**config.mk**
```make
export PLATFORM = sky130hd
export DESIGN_NAME = sfp_port_core
export DESIGN_NICKNAME = d
export VERILOG_FILES = /design/src/hdl/regs_pkg.sv /design/src/hdl/stream_pkg.sv /design/src/hdl/activity_stretch.sv /design/src/hdl/link_flush.sv /design/src/hdl/sfp_port_core.sv /design/src/hdl/status_monitor.sv /design/src/hdl/wb_regs.sv
export SDC_FILE = /design/constraint.sdc
export NUM_CORES = 1
export LEC_CHECK = 0
export ABC_AREA = 1
export CAP_MARGIN = 0
export CELL_PAD_IN_SITES_DETAIL_PLACEMENT = 1
export CELL_PAD_IN_SITES_GLOBAL_PLACEMENT = 1
export CORE_AREA = 2 2 155 157
export CTS_CLUSTER_DIAMETER = 80
export CTS_CLUSTER_SIZE = 25
export DETAILED_ROUTE_END_ITERATION = 7
export DIE_AREA = 0 0 157 159
export DONT_BUFFER_PORTS = 1
export PLACE_DENSITY_LB_ADDON = 0.08
export SLEW_MARGIN = 0
export SYNTH_ARGS = -nofsm -noshare
export SYNTH_HDL_FRONTEND = slang
export SYNTH_SLANG_ARGS = --single-unit
```
**constraint.sdc**
```tcl
create_clock -name bus_clk -period 3 [get_ports bus_clk]
set_input_delay 0.15 -clock bus_clk [delete_from_list [all_inputs] [get_ports bus_clk]]
set_output_delay 0.15 -clock bus_clk [all_outputs]
set_load 0.02 [all_outputs]
```
**src/hdl/regs_pkg.sv**
```systemverilog
// ------------------------------
// Register map and status layout of the port
// Unlisted addresses read zero, only address 0 is writable
// ------------------------------
package regs_pkg;

   // Bus geometry
   localparam int WB_ADDR_W = 8;
   localparam int WB_DATA_W = 32;

   // Register addresses
   typedef enum logic [WB_ADDR_W-1:0] {
      REG_CORE_CTRL_STATUS = 8'd0,  // Write control, read status
      REG_OVERRUNS         = 8'd1,
      REG_CKSUM_ERRS       = 8'd2,
      REG_BIST_SAMPS       = 8'd3,  // Scaled by 2^SAMPS_SHIFT
      REG_BIST_ERRS        = 8'd4   // Low word only
   } reg_addr_e;

   // ------------------------------
   // Control word fields
   // ------------------------------
   localparam int CTRL_CHECKER_EN_BIT = 0;
   localparam int CTRL_GEN_EN_BIT     = 1;
   localparam int CTRL_LOOPBACK_BIT   = 2;
   localparam int CTRL_GEN_RATE_LSB   = 3;  // Rate in bits 8:3
   localparam int CTRL_PHY_RESET_BIT  = 9;
   localparam int CTRL_MAC_CLEAR_BIT  = 10;
   localparam int CTRL_W              = 11;
   localparam int GEN_RATE_W          = 6;

   // BIST counters
   localparam int BIST_CNT_W  = 48;
   localparam int SAMPS_SHIFT = 16;
   localparam int LOCK_LAT_W  = 20;
   localparam int LAT_RD_W    = 16;  // Top bits of latency counter shown

   // ------------------------------
   // Status word bits, rest zero
   // ------------------------------
   localparam int STAT_CHANNEL_UP_BIT = 0;
   localparam int STAT_HARD_ERR_BIT   = 1;
   localparam int STAT_SOFT_ERR_BIT   = 2;
   localparam int STAT_LOCKED_BIT     = 3;
   localparam int STAT_LAT_LSB        = 4;  // Latency in bits 19:4
   localparam int STAT_CRIT_BIT       = 25;

   // Flag synchronizers and activity stretch
   localparam int SYNC_STAGES    = 2;
   localparam int STRETCH_CYCLES = 16;
   localparam int STRETCH_CNT_W  = $clog2(STRETCH_CYCLES + 1);

endpackage

```
**src/hdl/stream_pkg.sv**
```systemverilog
// ------------------------------
// Transmit stream widths and flush modes
// 64-bit data with 4 user bits, no keep or strobe
// ------------------------------
package stream_pkg;

   localparam int TDATA_W = 64;  // Transmit data word
   localparam int TUSER_W = 4;   // Per-beat user field

   // Flush stage mode, changed only between packets
   typedef enum logic {
      FLUSH_PASS = 1'b0,  // Link up, beats go to MAC
      FLUSH_DROP = 1'b1   // Link down, beats swallowed
   } flush_state_e;

endpackage

```
**src/hdl/activity_stretch.sv**
```systemverilog
// ------------------------------
// Activity indication from transmit beats
// Held low while link is down
// ------------------------------
`timescale 1ns/1ns

module activity_stretch (
   input  logic bus_clk,
   input  logic reset_i,
   input  logic link_up_i,
   input  logic beat_i,
   output logic activity_o
);

   import regs_pkg::*;

   logic [STRETCH_CNT_W-1:0] cnt_q;  // Cycles of activity left

   always_ff @(posedge bus_clk) begin
      if (reset_i || !link_up_i) begin
         cnt_q <= '0;
      end else if (beat_i) begin
         cnt_q <= STRETCH_CNT_W'(STRETCH_CYCLES);  // Retrigger
      end else if (cnt_q != '0) begin
         cnt_q <= cnt_q - STRETCH_CNT_W'(1);
      end
   end

   assign activity_o = (cnt_q != '0);

endmodule

```
**src/hdl/link_flush.sv**
```systemverilog
// ------------------------------
// Drops whole transmit packets while the link is down
// Mode only switches between packets, never mid-packet
// ------------------------------
`timescale 1ns/1ns

module link_flush (
   input  logic                         bus_clk,
   input  logic                         reset_i,
   input  logic                         link_up_i,   // Synchronized link state
   // From device
   input  logic [stream_pkg::TDATA_W-1:0] s_tdata_i,
   input  logic [stream_pkg::TUSER_W-1:0] s_tuser_i,
   input  logic                         s_tlast_i,
   input  logic                         s_tvalid_i,
   output logic                         s_tready_o,
   // To MAC
   output logic [stream_pkg::TDATA_W-1:0] m_tdata_o,
   output logic [stream_pkg::TUSER_W-1:0] m_tuser_o,
   output logic                         m_tlast_o,
   output logic                         m_tvalid_o,
   input  logic                         m_tready_i
);

   import stream_pkg::*;

   flush_state_e flush_state_q;
   logic         pkt_open_q;   // Beat seen, last not yet
   logic         beat;
   logic         mode_update;  // Packet boundary

   // ------------------------------
   // Datapath, no pipeline
   // ------------------------------
   assign m_tdata_o  = s_tdata_i;
   assign m_tuser_o  = s_tuser_i;
   assign m_tlast_o  = s_tlast_i;
   assign m_tvalid_o = (flush_state_q == FLUSH_PASS) ? s_tvalid_i : 1'b0;
   assign s_tready_o = (flush_state_q == FLUSH_DROP) ? 1'b1 : m_tready_i;  // Sink all in drop

   assign beat = s_tvalid_i & s_tready_o;

   // Last beat closes a packet, or nothing open and nothing moving
   assign mode_update = (beat & s_tlast_i) | (~pkt_open_q & ~beat);

   always_ff @(posedge bus_clk) begin
      if (reset_i) begin
         pkt_open_q <= 1'b0;
      end else if (beat) begin
         pkt_open_q <= ~s_tlast_i;  // Open until last
      end
   end

   always_ff @(posedge bus_clk) begin
      if (reset_i) begin
         flush_state_q <= FLUSH_PASS;
      end else if (mode_update) begin
         flush_state_q <= link_up_i ? FLUSH_PASS : FLUSH_DROP;
      end
   end

   // ------------------------------
   // Checks
   // ------------------------------
   a_drop_sinks : assert property (@(posedge bus_clk) disable iff (reset_i)
      (flush_state_q == FLUSH_DROP) |-> (!m_tvalid_o && s_tready_o))
      else $error("Flush stage leaked a beat while dropping");

endmodule

```
**src/hdl/sfp_port_core.sv**
```systemverilog
// ------------------------------
// Bus-clock housekeeping of one SFP+ port
// PHY and MAC sit outside, their flags and counters come in as ports
// ------------------------------
`timescale 1ns/1ns

module sfp_port_core (
   input  logic                               bus_clk,
   input  logic                               reset_i,
   // Transmit stream from device
   input  logic [stream_pkg::TDATA_W-1:0]     s_tdata_i,
   input  logic [stream_pkg::TUSER_W-1:0]     s_tuser_i,
   input  logic                               s_tlast_i,
   input  logic                               s_tvalid_i,
   output logic                               s_tready_o,
   // Transmit stream to MAC
   output logic [stream_pkg::TDATA_W-1:0]     m_tdata_o,
   output logic [stream_pkg::TUSER_W-1:0]     m_tuser_o,
   output logic                               m_tlast_o,
   output logic                               m_tvalid_o,
   input  logic                               m_tready_i,
   // Register bus
   input  logic [regs_pkg::WB_ADDR_W-1:0]     wb_adr_i,
   input  logic [regs_pkg::WB_DATA_W-1:0]     wb_dat_i,
   input  logic                               wb_cyc_i,
   input  logic                               wb_stb_i,
   input  logic                               wb_we_i,
   output logic                               wb_ack_o,
   output logic [regs_pkg::WB_DATA_W-1:0]     wb_dat_o,
   // PHY and MAC flags, asynchronous
   input  logic                               channel_up_i,
   input  logic                               hard_err_i,
   input  logic                               soft_err_i,
   input  logic                               crit_err_i,
   // MAC counters and BIST, on bus_clk
   input  logic                               bist_locked_i,
   input  logic [regs_pkg::WB_DATA_W-1:0]     overruns_i,
   input  logic [regs_pkg::WB_DATA_W-1:0]     cksum_errs_i,
   input  logic [regs_pkg::BIST_CNT_W-1:0]    bist_samps_i,
   input  logic [regs_pkg::BIST_CNT_W-1:0]    bist_errs_i,
   // Control to PHY and MAC
   output logic                               mac_clear_o,
   output logic                               phy_reset_o,
   output logic                               bist_loopback_o,
   output logic                               bist_gen_en_o,
   output logic                               bist_checker_en_o,
   output logic [regs_pkg::GEN_RATE_W-1:0]    bist_gen_rate_o,
   // Front panel
   output logic                               link_up_o,
   output logic                               activity_o
);

   import regs_pkg::*;

   logic                 channel_up_sync;
   logic [WB_DATA_W-1:0] core_status;
   logic                 tx_beat;         // Device-side transfer

   assign tx_beat   = s_tvalid_i & s_tready_o;
   assign link_up_o = channel_up_sync;

   // ------------------------------
   // Transmit path
   // ------------------------------
   link_flush link_flush_i (
      .bus_clk    (bus_clk),
      .reset_i    (reset_i),
      .link_up_i  (channel_up_sync),
      .s_tdata_i  (s_tdata_i),
      .s_tuser_i  (s_tuser_i),
      .s_tlast_i  (s_tlast_i),
      .s_tvalid_i (s_tvalid_i),
      .s_tready_o (s_tready_o),
      .m_tdata_o  (m_tdata_o),
      .m_tuser_o  (m_tuser_o),
      .m_tlast_o  (m_tlast_o),
      .m_tvalid_o (m_tvalid_o),
      .m_tready_i (m_tready_i)
   );

   activity_stretch activity_stretch_i (
      .bus_clk    (bus_clk),
      .reset_i    (reset_i),
      .link_up_i  (channel_up_sync),
      .beat_i     (tx_beat),
      .activity_o (activity_o)
   );

   // ------------------------------
   // Status and registers
   // ------------------------------
   status_monitor status_monitor_i (
      .bus_clk       (bus_clk),
      .reset_i       (reset_i),
      .channel_up_i  (channel_up_i),
      .hard_err_i    (hard_err_i),
      .soft_err_i    (soft_err_i),
      .crit_err_i    (crit_err_i),
      .bist_locked_i (bist_locked_i),
      .checker_en_i  (bist_checker_en_o),  // Control fields fed back
      .mac_clear_i   (mac_clear_o),
      .channel_up_o  (channel_up_sync),
      .core_status_o (core_status)
   );

   wb_regs wb_regs_i (
      .bus_clk           (bus_clk),
      .reset_i           (reset_i),
      .wb_adr_i          (wb_adr_i),
      .wb_dat_i          (wb_dat_i),
      .wb_cyc_i          (wb_cyc_i),
      .wb_stb_i          (wb_stb_i),
      .wb_we_i           (wb_we_i),
      .wb_ack_o          (wb_ack_o),
      .wb_dat_o          (wb_dat_o),
      .core_status_i     (core_status),
      .overruns_i        (overruns_i),    // Counters straight through
      .cksum_errs_i      (cksum_errs_i),
      .bist_samps_i      (bist_samps_i),
      .bist_errs_i       (bist_errs_i),
      .mac_clear_o       (mac_clear_o),
      .phy_reset_o       (phy_reset_o),
      .bist_loopback_o   (bist_loopback_o),
      .bist_gen_en_o     (bist_gen_en_o),
      .bist_checker_en_o (bist_checker_en_o),
      .bist_gen_rate_o   (bist_gen_rate_o)
   );

endmodule

```
**src/hdl/status_monitor.sv**
```systemverilog
// ------------------------------
// PHY and MAC flag synchronizers and status word
// Flags are asynchronous, bist_locked_i must already be on bus_clk
// ------------------------------
`timescale 1ns/1ns

module status_monitor (
   input  logic                           bus_clk,
   input  logic                           reset_i,
   input  logic                           channel_up_i,   // Async
   input  logic                           hard_err_i,     // Async
   input  logic                           soft_err_i,     // Async
   input  logic                           crit_err_i,     // Async
   input  logic                           bist_locked_i,
   input  logic                           checker_en_i,
   input  logic                           mac_clear_i,
   output logic                           channel_up_o,
   output logic [regs_pkg::WB_DATA_W-1:0] core_status_o
);

   import regs_pkg::*;

   // One shift chain per flag, stage 0 is the metastable one
   logic [SYNC_STAGES-1:0][3:0] sync_q;
   logic                        up_sync;
   logic                        hard_sync;
   logic                        soft_sync;
   logic                        crit_sync;
   logic                        crit_q;    // Sticky critical error
   logic [LOCK_LAT_W-1:0]       lat_q;     // Cycles from enable to lock

   // ------------------------------
   // Synchronizers
   // ------------------------------
   always_ff @(posedge bus_clk) begin
      if (reset_i) begin
         sync_q <= '0;
      end else begin
         sync_q[0] <= {crit_err_i, soft_err_i, hard_err_i, channel_up_i};
         for (int i = 1; i < SYNC_STAGES; i++) begin
            sync_q[i] <= sync_q[i-1];
         end
      end
   end

   assign {crit_sync, soft_sync, hard_sync, up_sync} = sync_q[SYNC_STAGES-1];
   assign channel_up_o = up_sync;

   // Critical latch, clear wins over set
   always_ff @(posedge bus_clk) begin
      if (reset_i || mac_clear_i) begin
         crit_q <= 1'b0;
      end else if (crit_sync) begin
         crit_q <= 1'b1;
      end
   end

   // ------------------------------
   // Lock latency
   // ------------------------------
   always_ff @(posedge bus_clk) begin
      if (reset_i) begin
         lat_q <= '0;
      end else if (!checker_en_i && !bist_locked_i) begin
         lat_q <= '0;                          // Idle, ready for next run
      end else if (checker_en_i && !bist_locked_i) begin
         lat_q <= lat_q + LOCK_LAT_W'(1);      // Hunting
      end
   end

   // Status word, unused bits stay zero
   always_comb begin
      core_status_o = '0;
      core_status_o[STAT_CHANNEL_UP_BIT] = up_sync;
      core_status_o[STAT_HARD_ERR_BIT]   = hard_sync;
      core_status_o[STAT_SOFT_ERR_BIT]   = soft_sync;
      core_status_o[STAT_LOCKED_BIT]     = bist_locked_i;
      core_status_o[STAT_LAT_LSB +: LAT_RD_W] = lat_q[LOCK_LAT_W-1 -: LAT_RD_W];
      core_status_o[STAT_CRIT_BIT]       = crit_q;
   end

endmodule

```
**src/hdl/wb_regs.sv**
```systemverilog
// ------------------------------
// Wishbone control and read-back registers
// Single-cycle ack one clock after strobe, no wait states
// ------------------------------
`timescale 1ns/1ns

module wb_regs (
   input  logic                               bus_clk,
   input  logic                               reset_i,
   // Wishbone slave
   input  logic [regs_pkg::WB_ADDR_W-1:0]     wb_adr_i,
   input  logic [regs_pkg::WB_DATA_W-1:0]     wb_dat_i,
   input  logic                               wb_cyc_i,
   input  logic                               wb_stb_i,
   input  logic                               wb_we_i,
   output logic                               wb_ack_o,
   output logic [regs_pkg::WB_DATA_W-1:0]     wb_dat_o,
   // Read-back sources
   input  logic [regs_pkg::WB_DATA_W-1:0]     core_status_i,
   input  logic [regs_pkg::WB_DATA_W-1:0]     overruns_i,
   input  logic [regs_pkg::WB_DATA_W-1:0]     cksum_errs_i,
   input  logic [regs_pkg::BIST_CNT_W-1:0]    bist_samps_i,
   input  logic [regs_pkg::BIST_CNT_W-1:0]    bist_errs_i,
   // Control fields
   output logic                               mac_clear_o,
   output logic                               phy_reset_o,
   output logic                               bist_loopback_o,
   output logic                               bist_gen_en_o,
   output logic                               bist_checker_en_o,
   output logic [regs_pkg::GEN_RATE_W-1:0]    bist_gen_rate_o
);

   import regs_pkg::*;

   reg_addr_e            addr;
   logic                 req;       // New access this cycle
   logic                 ack_q;
   logic [CTRL_W-1:0]    ctrl_q;
   logic [WB_DATA_W-1:0] rd_data;
   logic [WB_DATA_W-1:0] rd_data_q;

   assign addr = reg_addr_e'(wb_adr_i);
   assign req  = wb_cyc_i & wb_stb_i & ~ack_q;  // Ignore strobe during own ack

   // ------------------------------
   // Handshake and control register
   // ------------------------------
   always_ff @(posedge bus_clk) begin
      if (reset_i) begin
         ack_q  <= 1'b0;
         ctrl_q <= '0;
      end else begin
         ack_q <= req;
         if (req && wb_we_i && (addr == REG_CORE_CTRL_STATUS)) begin
            ctrl_q <= wb_dat_i[CTRL_W-1:0];  // Upper data bits ignored
         end
      end
   end

   // Read-back mux
   always_comb begin
      case (addr)
         REG_CORE_CTRL_STATUS: rd_data = core_status_i;
         REG_OVERRUNS:         rd_data = overruns_i;
         REG_CKSUM_ERRS:       rd_data = cksum_errs_i;
         REG_BIST_SAMPS:       rd_data = bist_samps_i[SAMPS_SHIFT +: WB_DATA_W];  // 47:16
         REG_BIST_ERRS:        rd_data = bist_errs_i[WB_DATA_W-1:0];              // Unscaled
         default:              rd_data = '0;
      endcase
   end

   // Captured with the ack, valid while ack high
   always_ff @(posedge bus_clk) begin
      if (req) begin
         rd_data_q <= rd_data;
      end
   end

   assign wb_ack_o = ack_q;
   assign wb_dat_o = rd_data_q;

   // ------------------------------
   // Control field split
   // ------------------------------
   assign bist_checker_en_o = ctrl_q[CTRL_CHECKER_EN_BIT];
   assign bist_gen_en_o     = ctrl_q[CTRL_GEN_EN_BIT];
   assign bist_loopback_o   = ctrl_q[CTRL_LOOPBACK_BIT];
   assign bist_gen_rate_o   = ctrl_q[CTRL_GEN_RATE_LSB +: GEN_RATE_W];
   assign phy_reset_o       = ctrl_q[CTRL_PHY_RESET_BIT];
   assign mac_clear_o       = ctrl_q[CTRL_MAC_CLEAR_BIT];

   // One ack per access even with strobe held
   a_ack_pulse : assert property (@(posedge bus_clk) disable iff (reset_i)
      wb_ack_o |=> !wb_ack_o)
      else $error("Wishbone ack held for two cycles");

endmodule

```
Word-level counts from Yosys, hierarchy flattened

Cells that the tools add are included.
Widths: inputs -> output; s select.

Bits in registers: 80
Bits of input ports: 281
Output and inout bits: 117
Word-level logic and storage cells: 47

Add/subtract/negate cells: 2
Eq/ne operators: 4
Mux-type cells: 6
Bitwise gates (word level): 10
Reduce and logical (&&, ||, !) cells: 14

Operators by type and width:

| cell                  | number |
|---|---|
| $pmux 32 s5           | 1 |
| $add 20x1->20 const B | 1 |
| $eq 8x2->1 const B    | 2 |
| $mux 5                | 2 |
| $eq 8x1->1 const B    | 1 |
| $eq 8x3->1 const B    | 1 |
| $logic_not 8->1       | 1 |
| $and 1x1->1           | 5 |
| $reduce_bool 5->1     | 1 |
| $sub 5x1->5 const B   | 1 |
| $logic_and 1x1->1     | 4 |
| $not 1->1             | 4 |
| $reduce_or 2->1       | 2 |
| $logic_not 1->1       | 3 |
| $mux 1                | 3 |
| $logic_or 1x1->1      | 2 |
| $reduce_bool 2->1     | 1 |
| $or 1x1->1            | 1 |

Depth between registers and ports, before layout

Gate-level depths: netlist of the first run.

Word-level depth: 5
Gate-level depth with buffers: 9
Depth with buffers taken out: 9

Modules after synthesis

A second synthesis of the first run with hierarchy kept.

Cells, all modules: 878
Area, all modules: 5779.3 sq um

Modules (own cells, without submodules):

| module           | times used | cells an instance | area each (sq um) | sequential area each (sq um) |
|---|---|---|---|---|
| wb_regs          | 1          | 529               | 3260.6            | 1201.2 |
| status_monitor   | 1          | 220               | 1612.8            | 580.6 |
| link_flush       | 1          | 90                | 641.9             | 40.0 |
| activity_stretch | 1          | 37                | 256.5             | 100.1 |
| sfp_port_core    | 1          | 2                 | 7.5               | 0.0 |

Worst setup path before layout of the first run

Ideal clock, no wire load.

Path type: reg-to-reg
From: register wb_regs_i.ack_q (netlist: wb_regs_i.wb_ack_o)
To: register wb_regs_i.ctrl_q[0]
Library setup time: 0.113 ns
Arrival time: 2.396 ns
Data required time: 2.887 ns
Path slack: 0.491 ns
Stages on the path, launching flop included: 6
Path buffers: 1
Clock period less this slack: 2.509 ns
Cell sequence: dfxtp_1 nor2_1 nand3_2 buf_2 nor2_1 nor2_1

Longest elaborated chain between the ends: 4

RTL lines:

| element                        | line          | text |
|---|---|---|
| start, declared                | wb_regs.sv:37 | `logic ack_q;` |
| start signal, assigned         | wb_regs.sv:53 | `ack_q <= req;` |
| $not 1->1                      | wb_regs.sv:43 | `assign req = wb_cyc_i & wb_stb_i & ~ack_q;` |
| $and 1x1->1                    | wb_regs.sv:43 |  |
| via wb_regs_i.req              | wb_regs.sv:36 | `logic req;` |
| $logic_and 1x1->1 (2 in a row) | wb_regs.sv:54 | `if (req && wb_we_i && (addr == REG_CORE_CTRL_STATUS)) begin` |
| end signal, assigned           | wb_regs.sv:55 | `ctrl_q <= wb_dat_i[CTRL_W-1:0];` |
| end, declared                  | wb_regs.sv:38 | `logic [CTRL_W-1:0] ctrl_q;` |

The timed path passes the listed nets, and every way through them passes these cells.
A chain may end at the register's enable or synchronous reset.

Worst setup path after layout of the first run

From: register wb_regs_i.ctrl_q[0]
To: register status_monitor_i.lat_q[6]

Longest elaborated chain between the ends: 3
Elaborated cells between the ends (all ways): 4
Classes of those cells: reduce/logical: 4

RTL lines:

| element                          | line                 | text |
|---|---|---|
| $logic_not 1->1                  | status_monitor.sv:64 | `end else if (!checker_en_i && !bist_locked_i) begin` |
| $logic_and 1x1->1                | status_monitor.sv:64 |  |
| $reduce_or 2->1 (no source line) | n/a                  |  |
| end signal, assigned             | status_monitor.sv:67 | `lat_q <= lat_q + LOCK_LAT_W'(1);` |
| end, declared                    | status_monitor.sv:30 | `logic [LOCK_LAT_W-1:0] lat_q;` |

Several ways; a longest one is shown, not always the timed one.

==> results of run 1 <==
## cells by family after synthesis
| group | Yosys count | share of synthesized area [%] |
|---|---|---|
| compound gates | 27 | 3.13 |
| xor+xnor | 6 | 1.07 |
| fa+ha+maj | 2 | 0.508 |
| buf+inv | 163 | 18.4 |
| flops | 80 | 39.0 |
| simple gates | 426 | 37.9 |
## cells in the final DEF (no fill, tap or decap), types with 4 or more instances in the layout
cell / count
inv_1: 63
dfxtp_1: 48
nand3_1: 136
nand2_1: 156
dlygate4sd3_1: 17
o21ai_0: 6
nor3_1: 5
a21oi_1: 14
o21a_1: 4
clkbuf_16: 11
nand4_1: 18
nor2_1: 98
nor2_2: 4
edfxtp_1: 32
buf_4: 7
## through the flow
step	setup WS, ns	cells
4_1_cts	1.01	966
2_1_floorplan	0.491	704
3_3_place_gp	0.999	933
3_5_place_dp	1.03	933
5_1_grt	0.839	966
6_report	1.05	966
## flip-flops by register name, indices dropped and copies added (netlist names)
signal,count
status_monitor_i.crit_sync,1
status_monitor_i.sync_q,4
wb_regs_i.wb_dat_o,32
status_monitor_i.lat_q,20
wb_regs_i.ctrl_q,11
status_monitor_i.core_status_o,2
link_flush_i.pkt_open_q,1
activity_stretch_i.cnt_q,5
link_flush_i.flush_state_q,1
status_monitor_i.crit_q,1
wb_regs_i.wb_ack_o,1
status_monitor_i.channel_up_o,1
## layer usage
metal,GRT usage [%],vias to the layer above,part of all wire [%]
li1,-,2089,-
met1,15.8,2031,39
met2,24.9,203,48
met3,6.56,39,11
met4,3.50,2,1.5
met5,0,-,0.072
## layout make-up
cell class              instances  share of cell area, %
multi-input cells             461                   40.4
flip-flops and latches         80                   36.7
well taps                     319                   7.63
clock buffers                  12                   5.33
inverters                      65                   4.66
repair buffers                 25                   4.64
clock inverters                 4                  0.574
## path summary, 6_finish.rpt
| kind | startpoint | end | slack (ns) |
|---|---|---|---|
| worst max-delay path | wb_regs_i.ctrl_q[0] | status_monitor_i.lat_q[6] | 1.05 |
| worst min-delay path | cksum_errs_i[8] | wb_regs_i.wb_dat_o[8] | 0.02 |
| worst max register to register | wb_regs_i.ctrl_q[0] | status_monitor_i.lat_q[6] | 1.05 |
| worst min register to register | status_monitor_i.sync_q[0] | status_monitor_i.channel_up_o | 0.41 |
## worst reg2reg max path: stages, from the launching register on
cell and delay (ns):
dfxtp_1 0.54, inv_1 0.12, a21oi_2 0.47, inv_1 0.40, a21oi_1 0.21, o21ai_0 0.10, inv_1 0.06
## power groups by stage
stage | Combinational [mW] | Clock (mW) | Sequential, mW
after floorplan | 0.208 | 0 | 1.22
after global placement | 0.103 | 0 | 1.23
after detailed placement | 0.105 | 0 | 1.23
after CTS | 0.126 | 1.22 | 1.20
after global routing | 0.137 | 1.26 | 1.20
final | 0.122 | 1.16 | 1.20
## repair_timing
item / 4_1_cts / 5_1_grt
setup endpoints to repair: 0 / 0
hold buffers: 17 / 0
resized for setup: 0 / 0
hold endpoints to repair: 23 / 0
==> out/metrics.yaml, run 1 <==
ys.flop_type: "dfxtp_1"
combinationalPowerShare_pct: 4.9
r2r_cells: 6
finalMaxSlewViolations: 0
crit_top_cell: "inv_1"
hold-path-cell-count: 2
grt_max_degree: 81
p_int_mw: 1.87
clk_path_buf_depth: 2
drt_iter0_drc: 248
register_area_um2: 1920
first_global_vias: 4647
final_hold_viol_count: 0
start_kind: "register"
path_depth: 6
rows: 56
cp.required_ns: 3.29
path_buf_inv: 3
syn_area_um2: 4920
leakage_nw: 2.12
numPortBuffers: 0
timing.fmax_ghz: 0.513
post-route-period-util_pct: 65.0
max_stage_delay_ns: 0.54
fillers: 2825
synth-seq-area-share_pct: 39.0
p_clk_share_pct: 46.7
slowest_stage: "dfxtp_1"
p_switching_uw: 618
fin_hold_ws_ns: 0.0201
syn_inst: 704
drc: 0
worst_ep_arrival_time_ns: 2.24
grt_usage_pct: 14.3
vias: 4364
synth_enable_flop_cells: 32
syn_to_final_growth_pct: 6.30
clock-skew-final_ns: 0.00931
drv_cap: 0
postCtsSetupRepairBufs: 0
cts_sinks: 80
max-slew-margin-rel_pct: 48.7
fin_area_um2: 5230
clkTransAtPathRegs_ns: 0.07
place.gp.congestion: 0.757
tns_ns: 0
crit_type: "reg -> reg"
synth_commonest_cells: "nand2_1, nand3_1, nor2_1"
p_total_mw: 2.48
firstDrtPassIters: 4
cts_buffers: 9
synth_nets: 987
start_util_pct: 21.2
final_nets: 925
cp_top_family: "compound AO/OA/AOI/OAI gates"
io_pins: 398
vias_per_cell: 4.52
yosysTopAreaCell: "dfxtp_1"
wl_um: 18200
die_w_um: 157
coreArea_um2: 23200
synthArstFlopShare_pct: 0
clk_latency_ns: 0.35
die_y_um: 159
rsz0062_at_grt: "no"
antenna_found_initial: 1
multi_input_area_um2: 2120
ir_drop_v: 0.000269
cts_tree: "built"
grt_pass1_wl_um: 27100
hold_class: "in -> reg"
path_max_fanout: 13
synth_seq_cells: 80
synth_cell_types: 26
tightest_slew_ns: 0.766
ys_warn_count: 0
ant_nets: 0
netlist.area_leader.share_pct: 19.5
htreeDepth: 3
syn_area_per_cell_um2: 6.99
avgRoutedWirePerCell_um: 18.8
cp_cell_sequence: "inv_1 -> a21oi_2 -> inv_1 -> a21oi_1 -> o21ai_0 -> inv_1"
dp_hpwl_um: 14300
drive_above_1_share_pct: 6.03
yosysMostFrequentCell: "nand2_1"
die_area_um2: 25000
placed_cell_area_um2: 4750
outcome: "finished, final reports clean"
pwr-share-seq_pct: 48.4
power.density_nw_per_um2: 475
swShare_pct: 24.9
setup_violations: 0
synth.area.top_cells: "dfxtp_1, edfxtp_1, nand3_1"
grt_overflow: 0
cp-end-kind: "register"
root_buffer: "clkbuf_16"
utilization_pct: 22.6
antennaDiodeCount: 0
finalCriticalPeriod_ns: 1.95
No activity file was read; power rests on OpenSTA's default activity.
==> run 2: changes to the inputs <==
--- a/config.mk
+++ b/config.mk
@@ -9,11 +9,11 @@
 export CAP_MARGIN = 0
 export CELL_PAD_IN_SITES_DETAIL_PLACEMENT = 1
 export CELL_PAD_IN_SITES_GLOBAL_PLACEMENT = 1
-export CORE_AREA = 2 2 155 157
+export CORE_AREA = 2 2 154 156
 export CTS_CLUSTER_DIAMETER = 80
 export CTS_CLUSTER_SIZE = 25
 export DETAILED_ROUTE_END_ITERATION = 7
-export DIE_AREA = 0 0 157 159
+export DIE_AREA = 0 0 156 158
 export DONT_BUFFER_PORTS = 1
 export PLACE_DENSITY_LB_ADDON = 0.08
 export SLEW_MARGIN = 0
==> constraint.sdc (replaced) <==
create_clock -name bus_clk -period 1.6 [get_ports bus_clk]
set_input_delay 0.08 -clock bus_clk [delete_from_list [all_inputs] [get_ports bus_clk]]
set_output_delay 0.08 -clock bus_clk [all_outputs]
set_load 0.02 [all_outputs]
==> run 2 against run 1 <==
Effect of this change: critical path depth unchanged; setup slack lost 0.94 ns; combinational power increased to 2.6 times the previous value; via count grew 4.6%; clock power is 100% higher; worst hold slack worse by 0.0042 ns; design area rose by 12%; sequential cell count stayed put; die area shrank 1.3%.
==> out/metrics.yaml, run 2 (synthesized netlist as in run 1, its figures left out) <==
layout_setup_ws_ns: 0.107
drt_iter0_drc: 254
outcome: "finished, final reports clean"
die_area_um2: 24600
root_buffer: "clkbuf_16"
start_util_pct: 21.4
clock-skew-final_ns: 0.00735
cp-end-kind: "primary output"
antennaDiodeCount: 0
grt_pass1_wl_um: 26700
min_to: "wb_regs_i.wb_dat_o[0]"
coreArea_um2: 23100
finalMaxSlewViolations: 0
cts_buffers: 9
drive_above_1_share_pct: 10.1
vias_per_cell: 4.59
htreeDepth: 3
vias: 4564
timing.fmax_ghz: 0.670
antenna_found_initial: 0
firstDrtPassIters: 4
hold-path-cell-count: 4
dp_hpwl_um: 14300
hold_class: "in -> reg"
start_kind: "register"
numPortBuffers: 0
cts_tree: "built"
layout_commonest_cell: "nand2_1"
finalCriticalPeriod_ns: 1.49
pre_cts_ws_ns: 0.0444
path_max_fanout: 4
max-slew-margin-rel_pct: 63.1
syn_to_final_growth_pct: 18.9
leakage_nw: 2.44
post-route-period-util_pct: 93.3
place.gp.congestion: 0.753
io_pins: 398
grt_max_degree: 37
wl_um: 18400
clk_latency_ns: 0.35
rrSetupSlack_ns: 0.14
clk_path_buf_depth: 2
cp.required_ns: 1.52
final_hold_viol_count: 0
ir_drop_v: 0.000522
rows: 56
ant_nets: 0
worst_ep_arrival_time_ns: 1.41
drv_cap: 0
utilization_pct: 25.4
final_nets: 982
die_y_um: 158
regToRegStartpoint: "status_monitor_i.lat_q[3]"
grt_overflow: 0
cts_sinks: 80
avgRoutedWirePerCell_um: 18.5
power.density_nw_per_um2: 836
hp-start: "overruns_i[0]"
tightest_slew_ns: 0.553
first_global_vias: 4696
r2r_cells: 7
clkTransAtPathRegs_ns: 0.07
setup_violations: 0
largest_reg_flops: 32
r2r-end: "status_monitor_i.lat_q[11]"
die_w_um: 156
drc: 0
final_cell_mix: "nand2_1, nand3_1, nor2_1"
crit_type: "reg -> out"
rsz0062_at_grt: "yes"
grt_usage_pct: 14.4
-- run 2: final cells by class --
| cell class | count | area (um2) |
|---|---|---|
| Inverter | 65 | 244 |
| Multi-Input combinational cell | 461 | 2160 |
| Timing Repair Buffer | 82 | 831 |
| Clock inverter | 5 | 58.8 |
| Fill cell | 2787 | 17200 |
| Tap cell | 290 | 363 |
| Sequential cell | 80 | 1920 |
| Clock buffer | 11 | 275 |
-- run 2: timing repair --
action | in CTS | in global routing
setup endpoints to repair | 1 | 8
hold buffers | 51 | 0
pin swaps | 0 | 1
resized for setup | 2 | 9
buffers inserted | 0 | 2
endpoints found under the hold margin | 45 | 0
-- run 2: layer usage --
layer,GRT usage (%),vias to the layer above,share of wire (%)
li1,-,2195,-
met1,15.7,2127,40
met2,25.2,192,48
met3,6.10,50,10
met4,4.76,0,2.2
met5,0,-,0
-- run 2: worst max-delay path: stages, from the launching register on --
cell and delay [ns]:
dfxtp_1 0.32, inv_1 0.11, ha_4 0.16, nand2_2 0.07
nor2_4 0.14, inv_1 0.09, buf_4 0.17
-- run 2: metrics by stage --
step / instances / TNS, ns / hold WS [ns] / power (mW) / area [um2]
2_1_floorplan: 704 / 0 / 0.159 / 2.68 / 4930
3_3_place_gp: 925 / 0 / 0.159 / 2.52 / 4950
3_5_place_dp: 925 / 0 / 0.158 / 2.52 / 4950
4_1_cts: 992 / 0 / 0.00459 / 5.01 / 5800
5_1_grt: 994 / -0.0354 / 0.0292 / 5.11 / 5850
6_report: 994 / 0 / 0.0158 / 4.89 / 5850
-- run 2: where the power goes --
part           internal, mW  switching (mW)  leakage (nW)  total, mW
logic                 0.134           0.179          1.60      0.313
registers              2.17          0.0753         0.674       2.25
clock network          1.40           0.923         0.166       2.33
-- run 2: worst max-delay path by stage --
stage | startpoint | to | depth (start not counted)
after floorplan | wb_regs_i.wb_ack_o | wb_regs_i.ctrl_q[0] | 5
after CTS | activity_stretch_i.cnt_q[0] | activity_o | 6
after detailed placement | wb_adr_i[7] | wb_regs_i.ctrl_q[0] | 6
after global routing | status_monitor_i.lat_q[3] | status_monitor_i.lat_q[11] | 7
final | activity_stretch_i.cnt_q[0] | activity_o | 6
after global placement | wb_adr_i[7] | wb_regs_i.ctrl_q[6] | 6
